--- src/design/ex_macros.svh ---
`ifndef EX_MACROS_SVH
`define EX_MACROS_SVH

// data path and program counter width
`define EX_XLEN 64

// instruction word width
`define EX_ILEN 32

// destination register index
`define EX_REG_IDX_W 5

// branch offset bits 12..1
`define EX_BIMM_W 12

// opcode field of the conditional branches
`define EX_OPCODE_BRANCH 7'b1100011

`endif

--- src/design/ex_pkg.sv ---
`default_nettype none

`include "ex_macros.svh"

package ex_pkg;

	typedef logic [`EX_XLEN-1:0]      data_t;
	typedef logic [`EX_XLEN-1:0]      addr_t;
	typedef logic [`EX_ILEN-1:0]      ins_t;
	typedef logic [`EX_REG_IDX_W-1:0] reg_idx_t;
	typedef logic [`EX_BIMM_W-1:0]    b_imm_t; // offset without bit 0

	// numbering follows the decode stage
	typedef enum logic [4:0] {
		op_add    = 5'd0,
		op_addw   = 5'd1,
		op_sll    = 5'd2,
		op_sllw   = 5'd3,
		op_sra    = 5'd4,
		op_sraw   = 5'd5,
		op_srl    = 5'd6,
		op_srlw   = 5'd7,
		op_and    = 5'd8,
		op_or     = 5'd9,
		op_xor    = 5'd10,
		op_slt    = 5'd11,
		op_sltu   = 5'd12,
		op_eq     = 5'd13,
		op_ne     = 5'd14,
		op_sge    = 5'd15,
		op_sgeu   = 5'd16,
		op_sub    = 5'd17,
		op_subw   = 5'd18,
		op_mul    = 5'd19,
		op_mulh   = 5'd20,
		op_mulhu  = 5'd21,
		op_mulw   = 5'd22,
		op_div    = 5'd23,
		op_divu   = 5'd24,
		op_divw   = 5'd25,
		op_divuw  = 5'd26,
		op_rem    = 5'd27,
		op_remu   = 5'd28,
		op_remuw  = 5'd29,
		op_remw   = 5'd30
	} alu_op_e;

endpackage

`default_nettype wire

--- src/design/ex_alu.sv ---
`timescale 1ns/1ps
`default_nettype none

module ex_alu (
	input  ex_pkg::alu_op_e op,
	input  ex_pkg::data_t   src_a,
	input  ex_pkg::data_t   src_b,
	input  ex_pkg::addr_t   pc,
	input  ex_pkg::b_imm_t  b_imm,
	input  logic            is_branch,
	output ex_pkg::data_t   alu_result,
	output logic            branch_taken,
	output ex_pkg::addr_t   branch_target
);
	import ex_pkg::*;

	logic [31:0] word_res;
	logic        is_word;
	addr_t       b_offset;

	always_comb begin
		word_res   = '0;
		is_word    = 1'b0;
		alu_result = '0; // long and unknown ops
		case (op)
			op_add:  alu_result = src_a + src_b;
			op_sll:  alu_result = src_a << src_b[5:0];
			op_sra:  alu_result = $signed(src_a) >>> src_b[5:0];
			op_srl:  alu_result = src_a >> src_b[5:0];
			op_and:  alu_result = src_a & src_b;
			op_or:   alu_result = src_a | src_b;
			op_xor:  alu_result = src_a ^ src_b;
			op_slt:  alu_result = data_t'($signed(src_a) < $signed(src_b));
			op_sltu: alu_result = data_t'(src_a < src_b);
			op_eq:   alu_result = data_t'(src_a == src_b);
			op_ne:   alu_result = data_t'(src_a != src_b);
			op_sge:  alu_result = data_t'($signed(src_a) >= $signed(src_b));
			op_sgeu: alu_result = data_t'(src_a >= src_b);
			op_sub:  alu_result = src_a - src_b;
			op_addw: begin
				is_word  = 1'b1;
				word_res = src_a[31:0] + src_b[31:0];
			end
			op_sllw: begin
				is_word  = 1'b1;
				word_res = src_a[31:0] << src_b[4:0];
			end
			op_sraw: begin
				is_word  = 1'b1;
				word_res = $signed(src_a[31:0]) >>> src_b[4:0];
			end
			op_srlw: begin
				is_word  = 1'b1;
				word_res = src_a[31:0] >> src_b[4:0];
			end
			op_subw: begin
				is_word  = 1'b1;
				word_res = src_a[31:0] - src_b[31:0];
			end
			default: alu_result = '0;
		endcase
		if (is_word) begin
			alu_result = {{32{word_res[31]}}, word_res}; // sign-extend word forms
		end
	end

	// offset is bits 12..1, so append a zero and sign-extend
	assign b_offset = {{($bits(addr_t) - $bits(b_imm_t) - 1){b_imm[$bits(b_imm_t) - 1]}},
		b_imm, 1'b0};

	assign branch_target = pc + b_offset;
	assign branch_taken  = is_branch & (alu_result != '0);

endmodule

`default_nettype wire

--- src/design/ex_multiplier.sv ---
`timescale 1ns/1ps
`default_nettype none

module ex_multiplier (
	input  logic          clk,
	input  logic          reset,
	input  logic          start,
	input  logic          word,
	input  logic          signed_ops,
	input  ex_pkg::data_t mul_a,
	input  ex_pkg::data_t mul_b,
	input  logic          ack,
	output logic          busy,
	output logic          done,
	output ex_pkg::data_t prod_hi,
	output ex_pkg::data_t prod_lo
);
	import ex_pkg::*;

	data_t        op_a;
	data_t        op_b;
	logic         neg_a;
	logic         neg_b;
	data_t        mag_a;
	data_t        mag_b;
	data_t        mcand;
	logic [127:0] acc; // upper half sums, lower half holds the multiplier
	logic         neg;
	logic [5:0]   step;
	logic [64:0]  sum;
	logic [127:0] prod;

	assign op_a  = word ? {{32{mul_a[31]}}, mul_a[31:0]} : mul_a;
	assign op_b  = word ? {{32{mul_b[31]}}, mul_b[31:0]} : mul_b;
	assign neg_a = signed_ops & op_a[63];
	assign neg_b = signed_ops & op_b[63];
	assign mag_a = neg_a ? -op_a : op_a;
	assign mag_b = neg_b ? -op_b : op_b;

	assign sum  = {1'b0, acc[127:64]} + (acc[0] ? {1'b0, mcand} : 65'd0);
	assign prod = neg ? -acc : acc;

	assign prod_hi = prod[127:64];
	assign prod_lo = prod[63:0];

	// one step per cycle after the start edge, done with the 64th
	always_ff @(posedge clk) begin
		if (reset) begin
			busy <= 1'b0;
			done <= 1'b0;
			step <= '0;
		end else if (start) begin
			busy <= 1'b1;
			step <= '0;
		end else if (busy) begin
			step <= step + 6'd1;
			if (step == 6'd63) begin
				busy <= 1'b0;
				done <= 1'b1;
			end
		end else if (ack) begin
			done <= 1'b0;
		end
	end

	always_ff @(posedge clk) begin
		if (start) begin
			mcand <= mag_a;
			acc   <= {64'd0, mag_b};
			neg   <= neg_a ^ neg_b;
		end else if (busy) begin
			acc <= {sum, acc[63:1]}; // add then shift right
		end
	end

endmodule

`default_nettype wire

--- src/design/ex_divider.sv ---
`timescale 1ns/1ps
`default_nettype none

module ex_divider (
	input  logic          clk,
	input  logic          reset,
	input  logic          start,
	input  logic          word,
	input  logic          signed_ops,
	input  ex_pkg::data_t dividend,
	input  ex_pkg::data_t divisor,
	input  logic          ack,
	output logic          busy,
	output logic          done,
	output ex_pkg::data_t quotient,
	output ex_pkg::data_t remainder
);
	import ex_pkg::*;

	data_t       op_a;
	data_t       op_b;
	logic        neg_a;
	logic        neg_b;
	data_t       mag_a;
	data_t       mag_b;
	data_t       dsor;
	data_t       quo_r; // dividend bits shift out, quotient bits shift in
	data_t       rem_r;
	logic        q_neg;
	logic        r_neg;
	logic        word_r;
	logic [6:0]  step;
	logic [64:0] shifted;
	logic [64:0] diff;
	data_t       q_fix;
	data_t       r_fix;

	always_comb begin
		if (!word) begin
			op_a = dividend;
			op_b = divisor;
		end else if (signed_ops) begin
			op_a = {{32{dividend[31]}}, dividend[31:0]};
			op_b = {{32{divisor[31]}}, divisor[31:0]};
		end else begin
			op_a = {32'd0, dividend[31:0]};
			op_b = {32'd0, divisor[31:0]};
		end
	end

	assign neg_a = signed_ops & op_a[63];
	assign neg_b = signed_ops & op_b[63];
	assign mag_a = neg_a ? -op_a : op_a;
	assign mag_b = neg_b ? -op_b : op_b;

	assign shifted = {rem_r, quo_r[63]};
	assign diff    = shifted - {1'b0, dsor};
	assign q_fix   = q_neg ? -quo_r : quo_r;
	assign r_fix   = r_neg ? -rem_r : rem_r;

	assign quotient  = quo_r;
	assign remainder = rem_r;

	// 64 restoring steps, then one cycle for signs and word extension
	always_ff @(posedge clk) begin
		if (reset) begin
			busy <= 1'b0;
			done <= 1'b0;
			step <= '0;
		end else if (start) begin
			busy <= 1'b1;
			step <= '0;
		end else if (busy) begin
			step <= step + 7'd1;
			if (step == 7'd64) begin
				busy <= 1'b0;
				done <= 1'b1;
			end
		end else if (ack) begin
			done <= 1'b0;
		end
	end

	// a zero divisor leaves all ones in the quotient and the dividend as remainder;
	// min by -1 gives 2^63 or 2^31, already the dividend once extended
	always_ff @(posedge clk) begin
		if (start) begin
			dsor   <= mag_b;
			quo_r  <= mag_a;
			rem_r  <= '0;
			q_neg  <= (neg_a ^ neg_b) & (op_b != '0); // keep all ones on /0
			r_neg  <= neg_a;
			word_r <= word;
		end else if (busy) begin
			if (step != 7'd64) begin
				if (shifted >= {1'b0, dsor}) begin
					rem_r <= diff[63:0];
					quo_r <= {quo_r[62:0], 1'b1};
				end else begin
					rem_r <= shifted[63:0];
					quo_r <= {quo_r[62:0], 1'b0};
				end
			end else begin
				quo_r <= word_r ? {{32{q_fix[31]}}, q_fix[31:0]} : q_fix;
				rem_r <= word_r ? {{32{r_fix[31]}}, r_fix[31:0]} : r_fix;
			end
		end
	end

endmodule

`default_nettype wire

--- src/design/ex_long_op_ctrl.sv ---
`timescale 1ns/1ps
`default_nettype none

module ex_long_op_ctrl (
	input  logic            clk,
	input  logic            reset,
	input  logic            valid_in,
	input  ex_pkg::alu_op_e op,
	input  ex_pkg::data_t   alu_result,
	input  logic            can_accept,
	input  logic            mul_busy,
	input  logic            mul_done,
	input  ex_pkg::data_t   prod_hi,
	input  ex_pkg::data_t   prod_lo,
	input  logic            div_busy,
	input  logic            div_done,
	input  ex_pkg::data_t   quotient,
	input  ex_pkg::data_t   remainder,
	output logic            ready_in,
	output logic            mul_start,
	output logic            mul_word,
	output logic            mul_signed,
	output logic            mul_ack,
	output logic            div_start,
	output logic            div_word,
	output logic            div_signed,
	output logic            div_ack,
	output ex_pkg::data_t   ex_result
);
	import ex_pkg::*;

	logic is_mul;
	logic is_div;
	logic in_hs;
	logic waiting; // a long op with a start already issued

	assign is_mul = op inside {op_mul, op_mulh, op_mulhu, op_mulw};
	assign is_div = op inside {op_div, op_divu, op_divw, op_divuw,
		op_rem, op_remu, op_remuw, op_remw};

	assign mul_word   = (op == op_mulw);
	assign mul_signed = (op == op_mulh) | (op == op_mulw); // low half of mul is sign-blind
	assign div_word   = op inside {op_divw, op_divuw, op_remuw, op_remw};
	assign div_signed = op inside {op_div, op_divw, op_rem, op_remw};

	assign mul_start = valid_in & is_mul & ~mul_busy & ~mul_done & ~waiting;
	assign div_start = valid_in & is_div & ~div_busy & ~div_done & ~waiting;

	// held until the unit finishes and the register can take the entry
	assign ready_in = can_accept & (is_mul ? mul_done : (is_div ? div_done : 1'b1));
	assign in_hs    = valid_in & ready_in;
	assign mul_ack  = in_hs & is_mul;
	assign div_ack  = in_hs & is_div;

	always_ff @(posedge clk) begin
		if (reset) begin
			waiting <= 1'b0;
		end else if (in_hs) begin
			waiting <= 1'b0;
		end else if (mul_start | div_start) begin
			waiting <= 1'b1;
		end
	end

	always_comb begin
		case (op)
			op_mul:   ex_result = prod_lo;
			op_mulw:  ex_result = {{32{prod_lo[31]}}, prod_lo[31:0]};
			op_mulh, op_mulhu: ex_result = prod_hi;
			op_div, op_divu, op_divw, op_divuw: ex_result = quotient;
			op_rem, op_remu, op_remuw, op_remw: ex_result = remainder;
			default:  ex_result = alu_result;
		endcase
	end

endmodule

`default_nettype wire

--- src/design/ex_mem_reg.sv ---
`timescale 1ns/1ps
`default_nettype none

module ex_mem_reg (
	input  logic             clk,
	input  logic             reset,
	input  logic             valid_in,
	input  logic             ready_in,
	input  logic             ready_out,
	input  ex_pkg::addr_t    pc,
	input  ex_pkg::ins_t     ins,
	input  ex_pkg::data_t    ex_result,
	input  ex_pkg::data_t    rt_data,
	input  ex_pkg::reg_idx_t rdest,
	input  logic             mem_w_en,
	input  logic             wb_sel,
	input  logic             reg_w_en,
	input  logic             branch_taken,
	input  ex_pkg::addr_t    branch_target,
	output logic             can_accept,
	output logic             valid_out,
	output ex_pkg::addr_t    pc_out,
	output ex_pkg::ins_t     ins_out,
	output ex_pkg::data_t    result_out,
	output ex_pkg::data_t    rt_data_out,
	output ex_pkg::reg_idx_t rdest_out,
	output logic             mem_w_en_out,
	output logic             wb_sel_out,
	output logic             reg_w_en_out,
	output logic             branch_taken_out,
	output ex_pkg::addr_t    branch_target_out
);
	import ex_pkg::*;

	logic load;

	assign can_accept = ~valid_out | ready_out; // empty or draining
	assign load       = valid_in & ready_in;

	always_ff @(posedge clk) begin
		if (reset) begin
			valid_out <= 1'b0;
		end else if (load) begin
			valid_out <= 1'b1;
		end else if (ready_out) begin
			valid_out <= 1'b0;
		end
	end

	always_ff @(posedge clk) begin
		if (load) begin
			pc_out            <= pc;
			ins_out           <= ins;
			result_out        <= ex_result;
			rt_data_out       <= rt_data;
			rdest_out         <= rdest;
			mem_w_en_out      <= mem_w_en;
			wb_sel_out        <= wb_sel; // 1 selects memory data
			reg_w_en_out      <= reg_w_en;
			branch_taken_out  <= branch_taken;
			branch_target_out <= branch_target;
		end
	end

endmodule

`default_nettype wire

--- src/design/ex_stage.sv ---
`timescale 1ns/1ps
`default_nettype none

module ex_stage (
	input  logic             clk,
	input  logic             reset,
	input  logic             valid_in,
	output logic             ready_in,
	input  ex_pkg::addr_t    pc,
	input  ex_pkg::ins_t     ins,
	input  ex_pkg::alu_op_e  op,
	input  ex_pkg::data_t    src_a,
	input  ex_pkg::data_t    src_b,
	input  ex_pkg::data_t    rt_data,
	input  ex_pkg::b_imm_t   b_imm,
	input  logic             is_branch,
	input  logic             mem_w_en,
	input  logic             wb_sel,
	input  logic             reg_w_en,
	input  ex_pkg::reg_idx_t rdest,
	input  logic             ready_out,
	output logic             valid_out,
	output ex_pkg::addr_t    pc_out,
	output ex_pkg::ins_t     ins_out,
	output ex_pkg::data_t    result_out,
	output ex_pkg::data_t    rt_data_out,
	output ex_pkg::reg_idx_t rdest_out,
	output logic             mem_w_en_out,
	output logic             wb_sel_out,
	output logic             reg_w_en_out,
	output logic             branch_taken_out,
	output ex_pkg::addr_t    branch_target_out
);
	import ex_pkg::*;

	data_t alu_result;
	data_t ex_result;
	logic  branch_taken;
	addr_t branch_target;
	logic  can_accept;
	logic  mul_start;
	logic  mul_word;
	logic  mul_signed;
	logic  mul_ack;
	logic  mul_busy;
	logic  mul_done;
	data_t prod_hi;
	data_t prod_lo;
	logic  div_start;
	logic  div_word;
	logic  div_signed;
	logic  div_ack;
	logic  div_busy;
	logic  div_done;
	data_t quotient;
	data_t remainder;

	ex_alu ex_alu_i (.*);

	ex_multiplier ex_multiplier_i (
		.clk(clk), .reset(reset),
		.start(mul_start), .word(mul_word), .signed_ops(mul_signed),
		.mul_a(src_a), .mul_b(src_b), .ack(mul_ack),
		.busy(mul_busy), .done(mul_done),
		.prod_hi(prod_hi), .prod_lo(prod_lo)
	);

	ex_divider ex_divider_i (
		.clk(clk), .reset(reset),
		.start(div_start), .word(div_word), .signed_ops(div_signed),
		.dividend(src_a), .divisor(src_b), .ack(div_ack),
		.busy(div_busy), .done(div_done),
		.quotient(quotient), .remainder(remainder)
	);

	ex_long_op_ctrl ex_long_op_ctrl_i (.*);

	ex_mem_reg ex_mem_reg_i (.*);

endmodule

`default_nettype wire

--- config.mk ---
export PLATFORM = sky130hd
export DESIGN_NAME = ex_stage
export DESIGN_NICKNAME = d
export VERILOG_FILES = /design/src/design/ex_pkg.sv /design/src/design/ex_alu.sv /design/src/design/ex_multiplier.sv /design/src/design/ex_divider.sv /design/src/design/ex_long_op_ctrl.sv /design/src/design/ex_mem_reg.sv /design/src/design/ex_stage.sv
export VERILOG_INCLUDE_DIRS = /design/src /design/src/design
export SDC_FILE = /design/constraint.sdc
export NUM_CORES = 2
export LEC_CHECK = 0
export BUFFER_PORTS_ARGS = -buffer_cell sky130_fd_sc_hd__buf_2
export CAP_MARGIN = 20
export CORE_ASPECT_RATIO = 1.5
export CORE_MARGIN = 2
export CORE_UTILIZATION = 45
export CTS_BUF_LIST = sky130_fd_sc_hd__clkbuf_8
export DETAILED_ROUTE_END_ITERATION = 8
export GPL_TIMING_DRIVEN = 0
export PLACE_DENSITY = 0.65
export REMOVE_ABC_BUFFERS = 1
export SYNTH_ARGS = -nofsm -noshare
export SYNTH_HDL_FRONTEND = slang
export SYNTH_SLANG_ARGS = --single-unit
--- constraint.sdc ---
create_clock -name clk -period 8.5 [get_ports clk]
set_input_delay 1.275 -clock clk [delete_from_list [all_inputs] [get_ports clk]]
set_output_delay 1.275 -clock clk [all_outputs]
set_load 0.02 [all_outputs]
==> flow_metrics.env <==
export IMPL_cpPeakStageDelay_ns=0.73
export IMPL_crit_path_end_kind="register"
export IMPL_placementRows=182
export IMPL_crit_type="in -> reg"
export IMPL_cts_tree="built"
export IMPL_clockRootBuffer="clkbuf_8"
export IMPL_skew_ns=0.0438
export IMPL_hold_violations=0
export IMPL_r2r_cells=12
export IMPL_via_per_inst=7.18
export IMPL_gp_congestion=1.12
export IMPL_groute_usage_overall_pct=50.7
export IMPL_cp_slowest_cell="o21bai_1"
export IMPL_clkLatencyLatePin_ns=0.88
export IMPL_final_antenna_net_count=0
export IMPL_ys_seq_area_share_pct=26.6
export IMPL_worstPathMaxFanout=103
export IMPL_timing_rr_end="ex_mem_reg_i.result_out[58]$_DFFE_PP_"
export IMPL_yosysWarningCount=0
export IMPL_max_slew_margin_pct=-7.33
export IMPL_cts_sinks=703
export IMPL_drt_wl_total_mm=443
export IMPL_dieHeight_microns=500
export IMPL_postSynthCellCount=9276
export IMPL_cap_violations=0
export IMPL_p_leak_nw=32.4
export IMPL_fp_dieW_microns=335
export IMPL_nets=10276
export IMPL_async_flop_share_pct=0
export IMPL_ios=617
export IMPL_power_frac_clock_pct=20.1
export IMPL_core_sq_um=164000
export IMPL_fin_ws_ns=-0.317
export IMPL_drive_gt1_share_pct=14.1
export IMPL_drc=21
export IMPL_p_int_mw=8.51
export IMPL_syn_cell_area_sq_um=73900
export IMPL_regToRegStartpoint="ex_multiplier_i.acc[13]$_DFFE_PP_"
export IMPL_swShare_pct=46.6
export IMPL_power_density_nw_per_um2=192
export IMPL_synth_top_cell_area_share_pct=22.6
export IMPL_grt_max_degree=141
export IMPL_clkTransAtPathRegs_ns=0.07
export IMPL_synth_area_per_cell_sq_um=7.97
export IMPL_synth_edf_count=556
export IMPL_place_area_sq_um=80100
export IMPL_path_cells="buf_6, buf_16, clkinv_4, buf_16, ha_1, nand2b_1, o311a_1, o21ai_0, o21bai_1, a211o_1, a21o_1, a21oi_1, o221ai_1, buf_4, nor4_1, nor2_1, o211ai_1, buf_6, nor4_1, a41oi_1"
export IMPL_setup_viol=1
export IMPL_clockBufferDepth=3
export IMPL_vias=84718
export IMPL_finalPower_mw=15.9
export IMPL_p_switching_mw=7.41
export IMPL_die_area_sq_um=168000
export IMPL_rsz0062_at_grt="no"
export IMPL_multiInputGateArea_sq_um=50900
export IMPL_wire_per_inst_microns=37.5
export IMPL_ys_ff_latch=703
export IMPL_fin_cells=11791
export IMPL_violations="DRC, slew limit, setup timing"
export IMPL_synth_most_common_cell="nand2_1"
export IMPL_h_tree_depth=3
export IMPL_syn2layout_area_growth_pct=12.2
export IMPL_worstHoldStart="ex_divider_i.done$_SDFFE_PP0P_"
export IMPL_synth_common_cells="878 x nand2_1, 865 x nor2_1, 783 x a21oi_1"
export IMPL_cts_hold_buf=0
export IMPL_netlist_top_cells_area="edfxtp_1 23%, ha_1 7.1%, a21oi_1 5.3%"
export IMPL_max_freq_ghz=0.113
export IMPL_postLayoutCellArea_sq_um=82900
export IMPL_reg2reg_slack_ns=1.81
export IMPL_slew_violations=3
export IMPL_synth_flop_cell="edfxtp_1"
export IMPL_peakVddDrop_uv=158
export IMPL_worstHoldEndpoint="ex_divider_i.done$_SDFFE_PP0P_"
export IMPL_status="finished with violations"
export IMPL_final_min_clock_period_ns=8.82
export IMPL_seq_power_share_pct=32.2
export IMPL_min_path_cells=2
export IMPL_start_util_pct=45.2
export IMPL_critPathArrivalTime_ns=9.37
export IMPL_fillCellCount=15791
export IMPL_grt_pass1_vias=79776
export IMPL_antenna_found_initial=56
export IMPL_required_ns=9.05
export IMPL_hp_class="reg -> reg"
export IMPL_port_buffers=616
export IMPL_area_sequential_sq_um=19600
export IMPL_yosysTopAreaCell="edfxtp_1"
export IMPL_synth_distinct_cells=96
export IMPL_grt_ovfl_total=0
export IMPL_drt_initial_drc_count=11908
export IMPL_grt_pass1_wl_mm=604
export IMPL_fin_util_pct=50.7
export IMPL_fin_crit_sh_pct=104
export IMPL_dp_cells=11521
export IMPL_dp_hpwl_mm=348
export IMPL_combPwrFrac_pct=47.7
export IMPL_startpoint_type="input pin"
export IMPL_cts_buffers=104
export IMPL_worstMarginPinSlew_ns=1.61
export IMPL_drtPass1Iterations=9
cell type report:
type	instances	area share (%)
inverter	368	1.71
antenna	55	0.166
timing repair buffer	809	7.15
clock buffer	109	1.81
multi-input combinational	7545	61.3
clock inverter	86	0.957
tap	2116	3.19
sequential	703	23.7
state kept, by name, indices dropped and copies added, names as in the netlist, 5 cells and up:
| name | count |
|---|---|
| ex_multiplier_i.acc | 128 |
| ex_divider_i.dsor | 64 |
| ex_divider_i.quotient | 64 |
| ex_divider_i.remainder | 64 |
| ex_mem_reg_i.branch_target_out | 64 |
| ex_mem_reg_i.result_out | 64 |
| ex_mem_reg_i.rt_data_out | 64 |
| ex_multiplier_i.mcand | 64 |
| ex_mem_reg_i.pc_out | 63 |
| ex_mem_reg_i.ins_out | 32 |
| ex_divider_i.step | 7 |
| ex_multiplier_i.step | 6 |
| ex_mem_reg_i.rdest_out | 5 |
metrics by stage:
stage,hold WS (ns),setup TNS (ns),setup WS [ns]
4_1_cts,0.511,0,0.0323
3_5_place_dp,0.497,-5.61,-1.63
6_report,0.514,-0.317,-0.317
3_3_place_gp,0.465,-6634.26,-12.16
5_1_grt,0.534,0,0.0243
2_1_floorplan,0.450,-838.12,-2.54
logic make-up (layout without fill, tap and decap cells):
| family | Yosys count | count (layout) | synth area share [%] |
|---|---|---|---|
| buffers and inverters | 1028 | 1372 | 5.33 |
| xor gates and xnor gates | 650 | 650 | 7.70 |
| AOI/OAI and AO/OA | 2993 | 2993 | 26.4 |
| muxes | 360 | 360 | 6.61 |
| other | 0 | 55 | 0 |
| DFF | 703 | 703 | 26.6 |
| adders and majority gates | 427 | 427 | 7.29 |
| and+or+nand+nor | 3115 | 3115 | 20.2 |
worst max-delay path: cells and delay by family:
family | cells | cell delay, ns
AOI/OAI and AO/OA | 9 | 3.50
buffers and inverters | 6 | 2.37
adders and majority gates | 1 | 0.56
and+or+nand+nor | 4 | 1.17
placed cells by master (no fill, tap or decap), types with 96 or more instances in the layout:
| master | netlist | layout |
|---|---|---|
| nand2_1 | 878 | 869 |
| nor2_1 | 865 | 853 |
| a21oi_1 | 783 | 776 |
| o21ai_0 | 709 | 700 |
| buf_2 | 25 | 623 |
| edfxtp_1 | 556 | 556 |
| xnor2_1 | 443 | 442 |
| ha_1 | 421 | 420 |
| inv_1 | 362 | 373 |
| nor3_1 | 247 | 240 |
| nand3_1 | 235 | 232 |
| xor2_1 | 207 | 207 |
| mux2i_1 | 185 | 182 |
| a21o_1 | 162 | 162 |
| dfxtp_1 | 147 | 146 |
| nand4_1 | 112 | 112 |
| a211oi_1 | 115 | 112 |
| clkbuf_8 | 0 | 109 |
| o31ai_1 | 109 | 108 |
| or3_1 | 105 | 105 |
| and2_1 | 107 | 103 |
| o211ai_1 | 100 | 100 |
| nor4_1 | 107 | 98 |
| a221oi_1 | 99 | 96 |
per-layer routing:
layer / track usage [%] / wire (microns)
met5: 0 / 146
met3: 12.7 / 45500
met1: 52.1 / 140000
met4: 56.4 / 61000
met2: 80.1 / 196000
worst max path at each step:
| stage | startpoint | end | slack (ns) | cells past startpoint |
|---|---|---|---|---|
| detailed placement | src_b[0] | ex_mem_reg_i.branch_taken_out$_DFFE_PP_ | -1.63 | 25 |
| finish | src_b[3] | ex_mem_reg_i.branch_taken_out$_DFFE_PP_ | -0.32 | 20 |
| floorplan | op[0] | ex_multiplier_i.acc[0]$_DFFE_PP_ | -2.54 | 8 |
| global placement | op[0] | ex_mem_reg_i.result_out[41]$_DFFE_PP_ | -12.16 | 8 |
| CTS | src_b[0] | ex_mem_reg_i.branch_taken_out$_DFFE_PP_ | 0.03 | 26 |
| global route | src_b[3] | ex_mem_reg_i.branch_taken_out$_DFFE_PP_ | 0.02 | 20 |
power groups by stage:
stage	clock, mW	sequential [mW]	combinational [mW]
global placement	0	5.19	6.97
CTS	3.18	5.07	7.24
finish	3.20	5.13	7.59
global route	3.30	5.17	7.98
floorplan	0	5.03	4.46
detailed placement	0	5.13	7.19
what timing repair did:
item / CTS / global route
endpoints found under the setup margin: 1 / 1
resized for setup: 10 / 14
buffers inserted: 0 / 1
pin swaps: 0 / 2
No activity file was read; power rests on OpenSTA's default activity.
